--- config.mk ---
export PLATFORM = sky130hd
export DESIGN_NAME = int_alu
export DESIGN_NICKNAME = d
export VERILOG_FILES = /design/src/rtl/rob_tag_pkg.sv /design/src/rtl/fu_isa_pkg.sv /design/src/rtl/int_alu.sv
export VERILOG_INCLUDE_DIRS = /design/src /design/src/include
export SDC_FILE = /design/constraint.sdc
export NUM_CORES = 1
export LEC_CHECK = 0
export ABC_CLOCK_PERIOD_IN_PS = 10900
export BUFFER_PORTS_ARGS = -buffer_cell sky130_fd_sc_hd__buf_2
export CAP_MARGIN = 40
export CELL_PAD_IN_SITES_DETAIL_PLACEMENT = 1
export CELL_PAD_IN_SITES_GLOBAL_PLACEMENT = 2
export CORE_UTILIZATION = 38
export DETAILED_ROUTE_END_ITERATION = 7
export PLACE_DENSITY = 0.92
export SLEW_MARGIN = 20
export SYNTH_ARGS = -nofsm -noshare
export SYNTH_HDL_FRONTEND = slang
export SYNTH_SLANG_ARGS = --single-unit
export TNS_END_PERCENT = 20
--- constraint.sdc ---
create_clock -name clock -period 10.9 [get_ports clock]
set_clock_uncertainty 0.15 [all_clocks]
set_input_delay 1.09 -clock clock [delete_from_list [all_inputs] [get_ports clock]]
set_output_delay 1.09 -clock clock [all_outputs]
set_load 0.03 [all_outputs]
--- src/include/fu_defs.svh ---
`ifndef FU_DEFS_SVH
`define FU_DEFS_SVH

// datapath width
`define XLEN 64

// ROB tag and physical register index widths
`define ROB_TAG_BITS 5
`define PREG_BITS 6

// must divide XLEN evenly
`define MULT_STAGES 4

// power of two, pointers wrap naturally
`define WB_QUEUE_DEPTH 4

`endif
--- src/rtl/rob_tag_pkg.sv ---
`include "fu_defs.svh"

package rob_tag_pkg;

  typedef logic [`ROB_TAG_BITS-1:0] rob_tag_t;
  typedef logic [`PREG_BITS-1:0]    preg_t;

  // younger than the branch and not past the tail, all modulo ROB size
  function automatic logic is_squashed(rob_tag_t tag, rob_tag_t squash_tag,
                                       rob_tag_t rob_tail);
    rob_tag_t entry_dist;
    rob_tag_t tail_dist;
    entry_dist = tag - squash_tag;
    tail_dist  = rob_tail - squash_tag;
    return (entry_dist != '0) && (entry_dist <= tail_dist);
  endfunction

endpackage

--- src/rtl/fu_isa_pkg.sv ---
`include "fu_defs.svh"

package fu_isa_pkg;

  typedef enum logic [4:0] {
    FU_ADDQ   = 5'h00,
    FU_SUBQ   = 5'h01,
    FU_AND    = 5'h02,
    FU_BIC    = 5'h03,
    FU_BIS    = 5'h04,
    FU_ORNOT  = 5'h05,
    FU_XOR    = 5'h06,
    FU_EQV    = 5'h07,
    FU_SRL    = 5'h08,
    FU_SLL    = 5'h09,
    FU_SRA    = 5'h0a,
    FU_CMPULT = 5'h0b,
    FU_CMPEQ  = 5'h0c,
    FU_CMPULE = 5'h0d,
    FU_CMPLT  = 5'h0e,
    FU_CMPLE  = 5'h0f,
    FU_MULQ   = 5'h10  // only the multiplier takes this one
  } fu_func_e;

  typedef enum logic {
    OPB_IS_REGB = 1'b0,
    OPB_IS_LIT  = 1'b1
  } opb_sel_e;

  // operate format; bit 12 tells register form from literal form
  typedef union packed {
    struct packed {
      logic [5:0] opcode;
      logic [4:0] ra;
      logic [4:0] rb;
      logic [2:0] sbz;       // must be zero
      logic       lit_flag;
      logic [6:0] func;
      logic [4:0] rc;
    } r;
    struct packed {
      logic [5:0] opcode;
      logic [4:0] ra;
      logic [7:0] lit;       // zero-extended to XLEN
      logic       lit_flag;
      logic [6:0] func;
      logic [4:0] rc;
    } i;
  } op_inst_u;

  function automatic logic [`XLEN-1:0] opb_value(opb_sel_e sel, logic [`XLEN-1:0] regb,
                                                 op_inst_u inst);
    if (sel == OPB_IS_LIT)
      return {{(`XLEN-8){1'b0}}, inst.i.lit};
    return regb;
  endfunction

endpackage

--- src/rtl/int_alu.sv ---
`timescale 1ns/1ps
`include "fu_defs.svh"

module int_alu
  import fu_isa_pkg::*;
  import rob_tag_pkg::*;
(
  input  logic             clock,
  input  logic             reset,
  input  logic             issue_valid,
  input  fu_func_e         issue_func,
  input  op_inst_u         issue_inst,
  input  logic [`XLEN-1:0] issue_opa,
  input  logic [`XLEN-1:0] issue_opb,
  input  opb_sel_e         issue_opb_sel,
  input  rob_tag_t         issue_tag,
  input  preg_t            issue_dest,
  input  logic             squash,
  input  rob_tag_t         squash_tag,
  input  rob_tag_t         rob_tail,
  output logic             alu_done,
  output logic [`XLEN-1:0] alu_result,
  output rob_tag_t         alu_tag,
  output preg_t            alu_dest
);

  logic [`XLEN-1:0] opa, opb, result;
  logic             accept;
  logic             done_q;

  function automatic logic signed_lt(logic [`XLEN-1:0] a, logic [`XLEN-1:0] b);
    if (a[`XLEN-1] == b[`XLEN-1])
      return a < b;      // same sign, unsigned compare works
    return a[`XLEN-1];   // negative one is smaller
  endfunction

  assign opa = issue_opa;
  assign opb = opb_value(issue_opb_sel, issue_opb, issue_inst);

  always_comb begin
    case (issue_func)
      FU_ADDQ:   result = opa + opb;
      FU_SUBQ:   result = opa - opb;
      FU_AND:    result = opa & opb;
      FU_BIC:    result = opa & ~opb;
      FU_BIS:    result = opa | opb;
      FU_ORNOT:  result = opa | ~opb;
      FU_XOR:    result = opa ^ opb;
      FU_EQV:    result = opa ^ ~opb;
      FU_SRL:    result = opa >> opb[5:0];
      FU_SLL:    result = opa << opb[5:0];
      // sign fill shifted in from the top; shift of 64 leaves nothing
      FU_SRA:    result = (opa >> opb[5:0]) | ({`XLEN{opa[`XLEN-1]}} << (`XLEN - opb[5:0]));
      FU_CMPULT: result = {{(`XLEN-1){1'b0}}, opa < opb};
      FU_CMPEQ:  result = {{(`XLEN-1){1'b0}}, opa == opb};
      FU_CMPULE: result = {{(`XLEN-1){1'b0}}, opa <= opb};
      FU_CMPLT:  result = {{(`XLEN-1){1'b0}}, signed_lt(opa, opb)};
      FU_CMPLE:  result = {{(`XLEN-1){1'b0}}, signed_lt(opa, opb) || (opa == opb)};
      default:   result = '0;  // mulq, not ours
    endcase
  end

  assign accept = issue_valid && (issue_func != FU_MULQ) &&
                  !(squash && is_squashed(issue_tag, squash_tag, rob_tail));

  always_ff @(posedge clock) begin
    if (reset)
      done_q <= 1'b0;
    else
      done_q <= accept;
  end

  always_ff @(posedge clock) begin
    if (accept) begin
      alu_result <= result;
      alu_tag    <= issue_tag;
      alu_dest   <= issue_dest;
    end
  end

  // drop the held result if a squash lands while it is presented
  assign alu_done = done_q && !(squash && is_squashed(alu_tag, squash_tag, rob_tail));

endmodule

==> metrics.txt <==
outcome=finished, final reports clean; share of the synthesized area in the top cell type=roughly 14%; switching power of the nets=around 1.5 mW; Clock Tree Buf Depth=2; GP Congestion=1.09; total length of routed met2 wires=roughly 60 mm; sw frac=57.6%; total number of H-tree levels=3; hold-fix buffers at CTS=0; clock-pin slew of the registers on the worst-case setup and hold paths=80 ps; Synth Area in Simple Gates=21.9%; number of diodes=0; maximum cell stage delay along the critical path=850 ps; Chip Width=251 um; layout overhead on the synthesized area=9.28%; Yosys Warn Count=0; proportion of synthesized area in mux cells=17.8%; sequential fraction of the synthesis area=9.66%; Worst setup EP type=flop; critical path cell sequence=buf_2, mux2i_4, buf_4, buf_4, fa_1, a21o_1, a31o_2, a21oi_1, o31ai_1, a221oi_2, o21ai_1, buf_4, a21o_1, a211oi_1, o21ai_0, a21oi_1, or3_1; final core occ=42.3%; dominant register cell in the synthesized netlist=edfxtp_1; final setup vio count=0; setup_tns=0 ps; global routing usage summed across all routing layers=42.8%; number of hold violations in the final report=0; post-detailed-placement half-perimeter wirelength=approximately 110 mm; vias in the first global route=about 28000; number of routed nets with antenna violations=0; global-route wire length before repair=between 150 and 200 mm; highest routed layer=met5; category of the most critical setup path=in -> reg; Fmax=0.145 GHz; clock network fraction of total power=12.8%; buffers and inverters on the worst path=4; number of max-slew violations in the final report=0; total wire length=139 mm; sum of internal, switching and leakage power=2.67 mW; height of the die=251 um; max-cap violation count=0; maximum number of pins on one net before global-route repair=84; most common cell type on the critical path=buf_4; syn avg cell area=6.95 um2; dpl cell area=25300 um2; asr flop ratio synth=0%; total clock sinks=76; setup repair after global routing missed its margin=no; antenna violations before repair=11; starting density of the core=about two fifths; dominant cell by count in the synthesized netlist=nor2_1; summed area of non-filler cells in the final layout=about 26000 um2; Data required, critical path=10900 ps; CTS tree=built; post-detailed-route wirelength per cell=32.9 um; detailed-route via count=29700; CTS root buffer=clkbuf_16; layout net count=3793; synth top area cells=mux2i_1 (14%), edfxtp_1 (9.6%), ha_1 (8.0%); type of the worst min-delay path=in -> reg; final worst path period need=roughly 6900 ps; synthesized net count=between 3000 and 4000; fill cell count=7848; arrival time at the worst endpoint=slightly below 7000 ps; post-CTS setup buffers=0; top cell type by total area after synthesis=mux2i_1; synthesized instance count=3387; leading cell types by count after synthesis=nor2_1 (416), mux2i_1 (330), a21oi_1 (277); ratio of cells with drive above 1 in the final layout=13.3%; sequential share of power=between 10% and 20%; proportion of power drawn by combinational gates=between 70% and 80%; wire length on met1=around 55 mm; Core Rows=90; Critical-path top delay cell=o31ai_1; total global routing overflow=0; number of top-level design ports=around 270; compound-gate portion of the synthesized area=31.6%; critical-path maximum fanout=between 70 and 80; standby leakage power=between 10 and 15 nW; length of the first detailed-routing pass in iterations=6; library cells used by synthesis=93; Max VDD drop=0.0000868 V; Relative slew margins=33.6%; floorplan die area=62900 um2; final worst-path cycle share=63.3%; Critical Path Source Type=input pin; power density of the placed cells=104 nW/um2; DRC viols=0; xor/xnor cell area share of the yosys netlist=3.39%; wire length on met3=14.2 mm; actual transition at the worst max-transition pin=969 ps; drt via density=around 7; dominant combinational cell family by area after synthesis=compound AO/OA/AOI/OAI gates; total standard cell area after synthesis=23500 um2; Synth Register Bits=between 70 and 80; number of gates resized after CTS=0; fraction of the mapped netlist area in adder cells=8.46%; cell family contributing the most delay on the critical path=compound AO/OA/AOI/OAI gates; Int Pwr=~1.1 mW; initial drt markers=3871; buffers added on ports=242; placeable core region=60800 um2; Post-synth EDFFs=75; CTS buffer count=9
worst paths after layout:
kind,from,endpoint,slack (ps),cells after the start
max,issue_opb_sel,alu_result[0],4000,17
min,reset,done_q,700,2
registers in the layout, indices dropped and copies added (netlist names):
| name | cells |
|---|---|
| alu_dest | 6 |
| alu_result | 64 |
| alu_tag | 5 |
| done_q | 1 |
area by class of cell:
type	count	area, um2	area share (%)
flip-flops and latches	76	2270	8.84
repair buffers	337	1930	7.49
clock buffers	9	225	0.876
inverters	151	574	2.23
clock inverters	7	67.6	0.263
well taps	782	978	3.81
multi-input cells	2871	19700	76.5
routing by layer:
metal / vias up / global-route usage (%)
met5: - / 0
met3: 477 / 8.54
met2: 1975 / 64.3
met4: 8 / 30.4
li1: 12800 / -
met1: 14500 / 54.5
stage by stage:
step	setup slack, ps	hold WS [ps]	cells
global route	3900	701	4233
CTS	4210	674	4223
finish	4000	696	4233
floorplan	4760	1010	3387
detailed placement	3800	1100	4207
global placement	3930	1100	4196
logic make-up after synthesis:
group / count (synthesis)
muxes: 386
AOI/OAI and AO/OA: 1121
xor gates and xnor gates: 91
adders and majority gates: 156
buffers and inverters: 440
and+or+nand+nor: 1117
DFF: 76
cell usage in the layout, fill, tap and decap left out, drive strengths merged, types with 20 or more instances in the layout:
master,n
a211oi,25
inv,154
nor3,83
a221o,30
mux2i,331
o22ai,59
o211ai,66
nor2,416
a21o,41
a21oi,277
nor4,24
a221oi,25
edfxtp,75
nand3,70
nand4,28
nand2b,94
a31oi,36
mux2,32
buf,335
o221ai,44
nor2b,20
o31ai,22
mux4,23
xnor2,83
a32oi,27
or3,57
nand2,272
o21ai,261
ha,151
o21bai,40
power groups by stage:
| stage | clock [mW] | sequential, mW | combinational [mW] |
|---|---|---|---|
| final | 0.342 | 0.428 | 1.90 |
| after global placement | 0 | 0.431 | 1.79 |
| after global routing | 0.350 | 0.435 | 1.97 |
| after detailed placement | 0 | 0.436 | 1.81 |
| after floorplan | 0 | 0.574 | 1.00 |
| after CTS | 0.346 | 0.429 | 1.82 |
Power figures use the tool's default switching activity.
