--- config.mk ---
export PLATFORM = sky130hd
export DESIGN_NAME = wb_queue
export DESIGN_NICKNAME = d
export VERILOG_FILES = /design/src/rtl/rob_tag_pkg.sv /design/src/rtl/wb_queue.sv
export VERILOG_INCLUDE_DIRS = /design/src /design/src/include
export SDC_FILE = /design/constraint.sdc
export NUM_CORES = 1
export LEC_CHECK = 0
export CORE_UTILIZATION = 45
export CTS_BUF_LIST = sky130_fd_sc_hd__clkbuf_8
export DETAILED_ROUTE_END_ITERATION = 6
export DONT_BUFFER_PORTS = 1
export PLACE_DENSITY = 0.61
export SETUP_SLACK_MARGIN = 0.5
export SLEW_MARGIN = 15
export SYNTH_ARGS = -nofsm -noshare
export SYNTH_HDL_FRONTEND = slang
export SYNTH_SLANG_ARGS = --single-unit
--- constraint.sdc ---
create_clock -name clock -period 5.7 [get_ports clock]
set_input_delay 0.57 -clock clock [delete_from_list [all_inputs] [get_ports clock]]
set_output_delay 0.57 -clock clock [all_outputs]
set_load 0.005 [all_outputs]
--- src/include/fu_defs.svh ---
`ifndef FU_DEFS_SVH
`define FU_DEFS_SVH

// datapath width
`define XLEN 64

// ROB tag and physical register index widths
`define ROB_TAG_BITS 5
`define PREG_BITS 6

// must divide XLEN evenly
`define MULT_STAGES 4

// power of two, pointers wrap naturally
`define WB_QUEUE_DEPTH 4

`endif
--- src/rtl/rob_tag_pkg.sv ---
`include "fu_defs.svh"

package rob_tag_pkg;

  typedef logic [`ROB_TAG_BITS-1:0] rob_tag_t;
  typedef logic [`PREG_BITS-1:0]    preg_t;

  // younger than the branch and not past the tail, all modulo ROB size
  function automatic logic is_squashed(rob_tag_t tag, rob_tag_t squash_tag,
                                       rob_tag_t rob_tail);
    rob_tag_t entry_dist;
    rob_tag_t tail_dist;
    entry_dist = tag - squash_tag;
    tail_dist  = rob_tail - squash_tag;
    return (entry_dist != '0) && (entry_dist <= tail_dist);
  endfunction

endpackage

--- src/rtl/wb_queue.sv ---
`timescale 1ns/1ps
`include "fu_defs.svh"

module wb_queue
  import rob_tag_pkg::*;
(
  input  logic             clock,
  input  logic             reset,
  input  logic             alu_done,
  input  logic [`XLEN-1:0] alu_result,
  input  rob_tag_t         alu_tag,
  input  preg_t            alu_dest,
  input  logic             mult_done,
  input  logic [`XLEN-1:0] mult_result,
  input  rob_tag_t         mult_tag,
  input  preg_t            mult_dest,
  input  logic             squash,
  input  rob_tag_t         squash_tag,
  input  rob_tag_t         rob_tail,
  output logic             wb_valid,
  output logic [`XLEN-1:0] wb_result,
  output rob_tag_t         wb_tag,
  output preg_t            wb_dest
);

  localparam int DEPTH = `WB_QUEUE_DEPTH;
  localparam int PTR_W = $clog2(DEPTH);

  logic [PTR_W-1:0] head, tail, alu_slot;
  logic [PTR_W:0]   count;          // occupied slots, squashed ones included
  logic [DEPTH-1:0] entry_valid;
  logic [`XLEN-1:0] entry_result [DEPTH];
  rob_tag_t         entry_tag [DEPTH];
  preg_t            entry_dest [DEPTH];

  logic       take_mult, take_alu;
  logic       empty, pop, head_live;
  logic       bypass_mult, bypass_alu;
  logic       push_mult, push_alu;
  logic [1:0] push_count;

  assign take_mult = mult_done && !(squash && is_squashed(mult_tag, squash_tag, rob_tail));
  assign take_alu  = alu_done && !(squash && is_squashed(alu_tag, squash_tag, rob_tail));

  assign empty     = (count == '0);
  assign pop       = !empty;  // head slot leaves every cycle, dead or alive
  assign head_live = !empty && entry_valid[head] &&
                     !(squash && is_squashed(entry_tag[head], squash_tag, rob_tail));

  // empty queue, newest result goes straight to the wb registers
  assign bypass_mult = empty && take_mult;
  assign bypass_alu  = empty && take_alu && !take_mult;
  assign push_mult   = take_mult && !bypass_mult;
  assign push_alu    = take_alu && !bypass_alu;
  assign push_count  = {1'b0, push_mult} + {1'b0, push_alu};
  assign alu_slot    = push_mult ? tail + 1'b1 : tail;  // mult goes in first

  always_ff @(posedge clock) begin
    if (reset) begin
      head        <= '0;
      tail        <= '0;
      count       <= '0;
      entry_valid <= '0;
      wb_valid    <= 1'b0;
    end else begin
      for (int i = 0; i < DEPTH; i++) begin
        if (squash && is_squashed(entry_tag[i], squash_tag, rob_tail))
          entry_valid[i] <= 1'b0;
      end
      if (pop)
        entry_valid[head] <= 1'b0;
      if (push_mult)
        entry_valid[tail] <= 1'b1;
      if (push_alu)
        entry_valid[alu_slot] <= 1'b1;
      head     <= head + PTR_W'(pop);
      tail     <= tail + PTR_W'(push_count);
      count    <= count + (PTR_W+1)'(push_count) - (PTR_W+1)'(pop);
      wb_valid <= head_live || bypass_mult || bypass_alu;
    end
  end

  always_ff @(posedge clock) begin
    if (push_mult) begin
      entry_result[tail] <= mult_result;
      entry_tag[tail]    <= mult_tag;
      entry_dest[tail]   <= mult_dest;
    end
    if (push_alu) begin
      entry_result[alu_slot] <= alu_result;
      entry_tag[alu_slot]    <= alu_tag;
      entry_dest[alu_slot]   <= alu_dest;
    end
    if (head_live) begin
      wb_result <= entry_result[head];
      wb_tag    <= entry_tag[head];
      wb_dest   <= entry_dest[head];
    end else if (bypass_mult) begin
      wb_result <= mult_result;
      wb_tag    <= mult_tag;
      wb_dest   <= mult_dest;
    end else if (bypass_alu) begin
      wb_result <= alu_result;
      wb_tag    <= alu_tag;
      wb_dest   <= alu_dest;
    end
  end

endmodule

==> metrics.cfg, run 1 <==
[run_status]
status=completed

[global_route]
antenna_found_initial=0
grt_pass1_vias=13544
grt_usage_pct=23.6
gr-total-overflow=0
grt_first_pass_wirelength_um=83300
grt_max_degree=81

[pwr]
ir_worst_vdd_mv=0.369
powerDensity_nw_per_um2=518
power.leakage_uw=0.00787

[floorplan]
rows=78
die_area_um2=47700
start_util_pct=46.0
die_w_um=218
io-pin-count=241
die_h_um=218
core-area_um2=45800

[logic_synthesis]
synth_edf_count=375
ys_warn_count=0
synth-async-reset-ratio_pct=0
synth_top_area_share_pct=53.5
synth_area_per_cell_um2=14.1
synth_top_cell_by_area=edfxtp_1
yosysUniqueCellTypes=59
synth-seq-cells=387
synth_fp_nets=1722
postSynthCellCount=1490
synthTopCellsByArea=edfxtp_1 (53%), mux2_2 (11%), mux4_2 (8.1%), mux2_1 (4.3%), ha_1 (3.4%)
synth_area_um2=21100
ys_seq_area_share_pct=54.6
ys.flop_type=edfxtp_1

[job]
cap_violations=0

[drt]
drcViolationCount=0
drtIter0Drc=861
num_vias=12815
wirelength_um=55300
ant_nets=0
wl_per_cell_um=25.7
via_per_inst=5.94
drt_pass1_iterations=5

[clock_tree]
clk_latency_ns=0.64
cts_sinks=387
clk_pin_slew_ns=0.06
htree_levels=3
cts_buffer_depth=3
cts_tree=yes
cts_root_buffer=clkbuf_8
cts_buffers=71
ctsResizeCount=0

[sta]
slew_viol_final=0
finalClockSkew_ns=0.0281
tns_ns=0
setup_slack_ns=1.21
setup_viol_count_final=0
worstMarginPinSlew_ns=0.881
period_share_pct=78.8
finalHoldViolCount=0
grt_setup_unrepaired=no
timing.fmax_mhz=223
fin_crit_ns=4.49
max_slew_margin_pct=41.3

[place]
place_inst=2036
place_area_um2=21800
dpl_worst_slack_ns=0.636
gp_congestion=0.914
portBuffers=0
dp_hpwl_um=33100

[finish]
layout_common_cells=edfxtp_1 (375), mux2_2 (215), nand2_1 (165)
instances_no_fill=2157
antenna_cells=0
area_delta_synth_final_pct=9.72
fillers=3898
final_nets=1742
utilization_pct=50.5
drive_gt1_share_pct=28.1
fin_area_um2=23100
final_common_cell=edfxtp_1

[worst_setup_path]
worstPathMaxFanout=25
cp-start-kind=register
critical_path_class=register to register
path_buf_inv=3
max_stage_delay_ns=0.69
crit_required_ns=5.99
path_cells=mux4_2 -> inv_1 -> ha_1 -> inv_1 -> fa_1 -> xor2_1 -> ha_1 -> nand2_1 -> o21ai_0 -> o21ai_0 -> o221ai_1 -> o221ai_4 -> nand2_4 -> buf_4
end_kind=register
worst_path_dominant_cell_family=adder cells
slowest_stage=dfxtp_4
crit_arrival_ns=4.79

[worst_hold_path]
hold_path_class=primary input to register

[power by group]
part | internal, uW | total [uW] | switching, uW
sequential | 4520 | 4960 | 434
combinational | 1960 | 4560 | 2610
clock | 1280 | 2450 | 1170
total | 7760 | 12000 | 4210
[flip-flops by register name, summed over array words and instances, names as in the netlist]
name,count
tail,2
count,3
wb_tag,5
head,2
wb_valid,1
entry_result,256
wb_result,64
entry_tag,20
entry_dest,24
entry_valid,4
wb_dest,6
[final timing paths]
| kind | from | to | slack [ns] | cells past startpoint |
|---|---|---|---|---|
| hold / removal | mult_result[36] | entry_result[1][36] | 0.12 | 1 |
| setup reg to reg | head[0] | wb_result[7] | 1.21 | 14 |
| hold reg to reg | count[0] | count[0] | 0.62 | 2 |
| setup / recovery | head[0] | wb_result[7] | 1.21 | 14 |
[cell type report]
type                    instances  area [um2]  area share, %
well taps                     600         751           3.25
inverters                      37         139          0.601
repair buffers                 36         435           1.88
clock inverters                43         205          0.888
multi-input cells             977        9000           39.0
clock buffers                  77        1060           4.59
flip-flops and latches        387       11500           49.8
[per-layer routing]
metal	up-vias	share of wire [%]	GRT usage, %
met5	-	0	0
met4	0	2.6	8.72
met3	105	6.3	5.30
met2	405	50	39.6
met1	6524	41	29.8
li1	5781	-	-
[logic make-up (layout without fill, tap and decap cells)]
logic type	after synthesis	after routing	synth area share [%]
fa+ha+maj	72	72	4.54
mux	380	380	24.3
flops	387	387	54.6
xor+xnor	39	39	1.62
buf+inv	126	193	2.94
compound gates	179	179	5.81
simple gates	307	307	6.13
[Yosys cell counts (all sizes together), types with 4 or more instances]
library cell	instances
a21o	19
a21oi	37
a31oi	81
and2	5
buf	42
clkbuf	47
dfxtp	12
edfxtp	375
fa	9
ha	58
inv	35
maj3	5
mux2	296
mux2i	8
mux4	76
nand2	166
nand3	8
nor2	90
nor2b	4
nor3	9
o211ai	5
o21ai	8
o21ba	4
o31a	8
or2	5
or3	4
xnor2	32
xor2	7
[timing repair]
item / CTS / global route
hold buffers: 1 / 0
endpoints found under the hold margin: 8 / 0
buffers inserted: 0 / 0
[per-stage QoR]
stage / total power (uW) / hold slack (ns)
after floorplan: 8160 / 0.558
after global placement: 9560 / 0.599
after detailed placement: 9630 / 0.608
after CTS: 12100 / 0.0689
after global routing: 12700 / 0.0965
final: 12000 / 0.125
Note: power is estimated with default switching activity, not from simulation.
==> run 2, diff against run 1 <==
--- a/config.mk
+++ b/config.mk
@@ -10,7 +10,7 @@
 export CTS_BUF_LIST = sky130_fd_sc_hd__clkbuf_8
 export DETAILED_ROUTE_END_ITERATION = 6
 export DONT_BUFFER_PORTS = 1
-export PLACE_DENSITY = 0.61
+export PLACE_DENSITY = 0.59
 export SETUP_SLACK_MARGIN = 0.5
 export SLEW_MARGIN = 15
 export SYNTH_ARGS = -nofsm -noshare
==> constraint.sdc (replaced) <==
create_clock -name clock -period 4.2 [get_ports clock]
set_input_delay 0.42 -clock clock [delete_from_list [all_inputs] [get_ports clock]]
set_output_delay 0.42 -clock clock [all_outputs]
set_load 0.005 [all_outputs]
==> run 2 against run 1 <==
Worst setup slack worse by 0.67 ns. Non-clock buffer count is 253 higher. Sequential cell count stayed put. Critical path depth is 3 higher. Design area is 17% higher. Sequential share of layout area is 7.1 points lower. Clock skew is 0.010 ns higher. First-iteration DRC count is 21% higher. Sequential power is 34% higher. Register-to-register slack worse by 0.64 ns. Utilization is 8.4 points higher. Critical path type is now primary input to register.
==> metrics.cfg, run 2 (synthesis results as in run 1) <==
[clock_tree]
clk_latency_ns=0.66  ; +0.02 ns
htree_levels=3  ; unchanged
cts_tree=yes
clk_pin_slew_ns=0.06  ; about the same
cts_sinks=387  ; unchanged
cts_root_buffer=clkbuf_8
cts_buffer_depth=3  ; unchanged
cts_buffers=71  ; unchanged

[worst_setup_path]
critical_path_class=primary input to register
crit_arrival_ns=4.00  ; -0.79 ns
crit_required_ns=4.53  ; -1.46 ns
cp-start-kind=primary input
worstPathMaxFanout=22  ; -12%
end_kind=register

[place]
gp_congestion=0.864  ; -5.5%
place_inst=2091  ; +2.7%
dp_hpwl_um=35600  ; +7.5%
place_area_um2=22600  ; +3.7%
portBuffers=0  ; unchanged

[sta]
tns_ns=0  ; unchanged
finalClockSkew_ns=0.0386  ; +0.0105 ns
timing.fmax_mhz=273
slew_viol_final=0  ; unchanged
period_share_pct=87.3
finalHoldViolCount=0  ; unchanged
fin_crit_ns=3.67
worstMarginPinSlew_ns=0.827  ; -0.0537 ns
setup_viol_count_final=0  ; unchanged
holdWs_ns=0.0447  ; -0.0799 ns
max_slew_margin_pct=44.9  ; +3.6 points
grt_setup_unrepaired=yes

[run_status]
status=completed

[global_route]
antenna_found_initial=1  ; +1
grt_usage_pct=25.5  ; +1.9 points
grt_max_degree=70  ; -14%
grt_first_pass_wirelength_um=90700  ; +8.8%
grt_pass1_vias=14681  ; +8.4%
gr-total-overflow=0  ; unchanged

[finish]
largest_reg_flops=256  ; unchanged
fin_area_um2=26900  ; +17%
final_nets=1995  ; +15%
registers.top_by_ff_count=entry_result
area_delta_synth_final_pct=27.9
layout_common_cells=edfxtp_1 (375), mux2_2 (208), nand2_1 (164)
final_common_cell=edfxtp_1
instances_no_fill=2415  ; +12%
drive_gt1_share_pct=36.2  ; +8.0 points
biggestRegsByFlops=entry_result: 256 flops, wb_result: 64 flops, entry_dest: 24 flops

[pwr]
ir_worst_vdd_mv=0.488  ; +32%
powerDensity_nw_per_um2=686  ; +32%
finalPower_uw=18500  ; +54%
power.leakage_uw=0.00936  ; +19%

[floorplan]
core-area_um2=45800  ; unchanged
rows=78  ; unchanged
die_area_um2=47700  ; unchanged
die_h_um=218  ; unchanged
io-pin-count=241  ; unchanged
die_w_um=218  ; unchanged
start_util_pct=46.0  ; unchanged

[drt]
ant_nets=0  ; unchanged
drtIter0Drc=1042  ; +21%
drcViolationCount=0  ; unchanged
via_per_inst=5.78  ; -2.7%
drt_pass1_iterations=5  ; unchanged
wirelength_um=62400  ; +13%
wl_per_cell_um=25.8  ; +0.73%
num_vias=13966  ; +9.0%

[job]
cap_violations=0  ; unchanged

[worst_hold_path]
hold_path_class=primary input to register

==> run 2: what timing repair did <==
item	CTS	global route
hold buffers	150	0
resized for setup	21	164
pin swaps	6	41
endpoints found under the hold margin	329	0
buffers inserted	19	9
setup endpoints to repair	150	253
gates cloned	4	17
==> run 2: final timing paths <==
check	from	endpoint	slack [ns]	cells past startpoint
hold reg to reg	count[0]	count[0]	0.60	2
hold / removal	mult_result[11]	wb_result[11]	0.04	2
setup reg to reg	head[0]	wb_result[25]	0.57	16
setup / recovery	mult_tag[0]	entry_result[3][56]	0.53	17
==> run 2: layer usage <==
layer | GRT usage (%) | wire (um) | vias to the layer above
met5 | 0 | 0 | -
met1 | 32.8 | 26600 | 7155
met3 | 5.71 | 3840 | 78
li1 | - | - | 6309
met2 | 43.0 | 30700 | 424
met4 | 7.25 | 1260 | 0
==> run 2: cell type report <==
cell class / instances / area [um2]
clock inverter: 48 / 253
tap: 600 / 751
clock buffer: 76 / 1050
timing repair buffer: 289 / 3540
antenna: 1 / 2.50
fill: 3582 / 18800
multi-input combinational: 977 / 9670
inverter: 37 / 169
sequential: 387 / 11500
==> run 2: per-stage QoR <==
| stage | utilization (%) | setup WS (ns) |
|---|---|---|
| CTS | 56.3 | 0.490 |
| finish | 58.9 | 0.533 |
| global placement | 49.5 | -0.132 |
| global route | 58.9 | 0.423 |
| floorplan | - | -0.504 |
| detailed placement | 49.5 | -0.186 |
==> run 2: worst max-delay path: stages <==
cell and delay, ns:
clkinv_16 0.02, ha_4 0.12, inv_2 0.04, fa_2 0.41, xor2_2 0.21, ha_4 0.31
nor2_4 0.04, a31oi_4 0.16, a22oi_2 0.12, a2111oi_4 0.38, o21ai_2 0.16, buf_6 0.16
or4b_4 0.49, a21oi_4 0.22, buf_12 0.20, or2_4 0.28, buf_12 0.24
==> run 2: power by group <==
part	internal, uW	switching [uW]	leakage [uW]
combinational	3960	4480	0.00506
sequential	6130	522	0.00357
clock	1740	1660	0.000729
total	11800	6660	0.00936
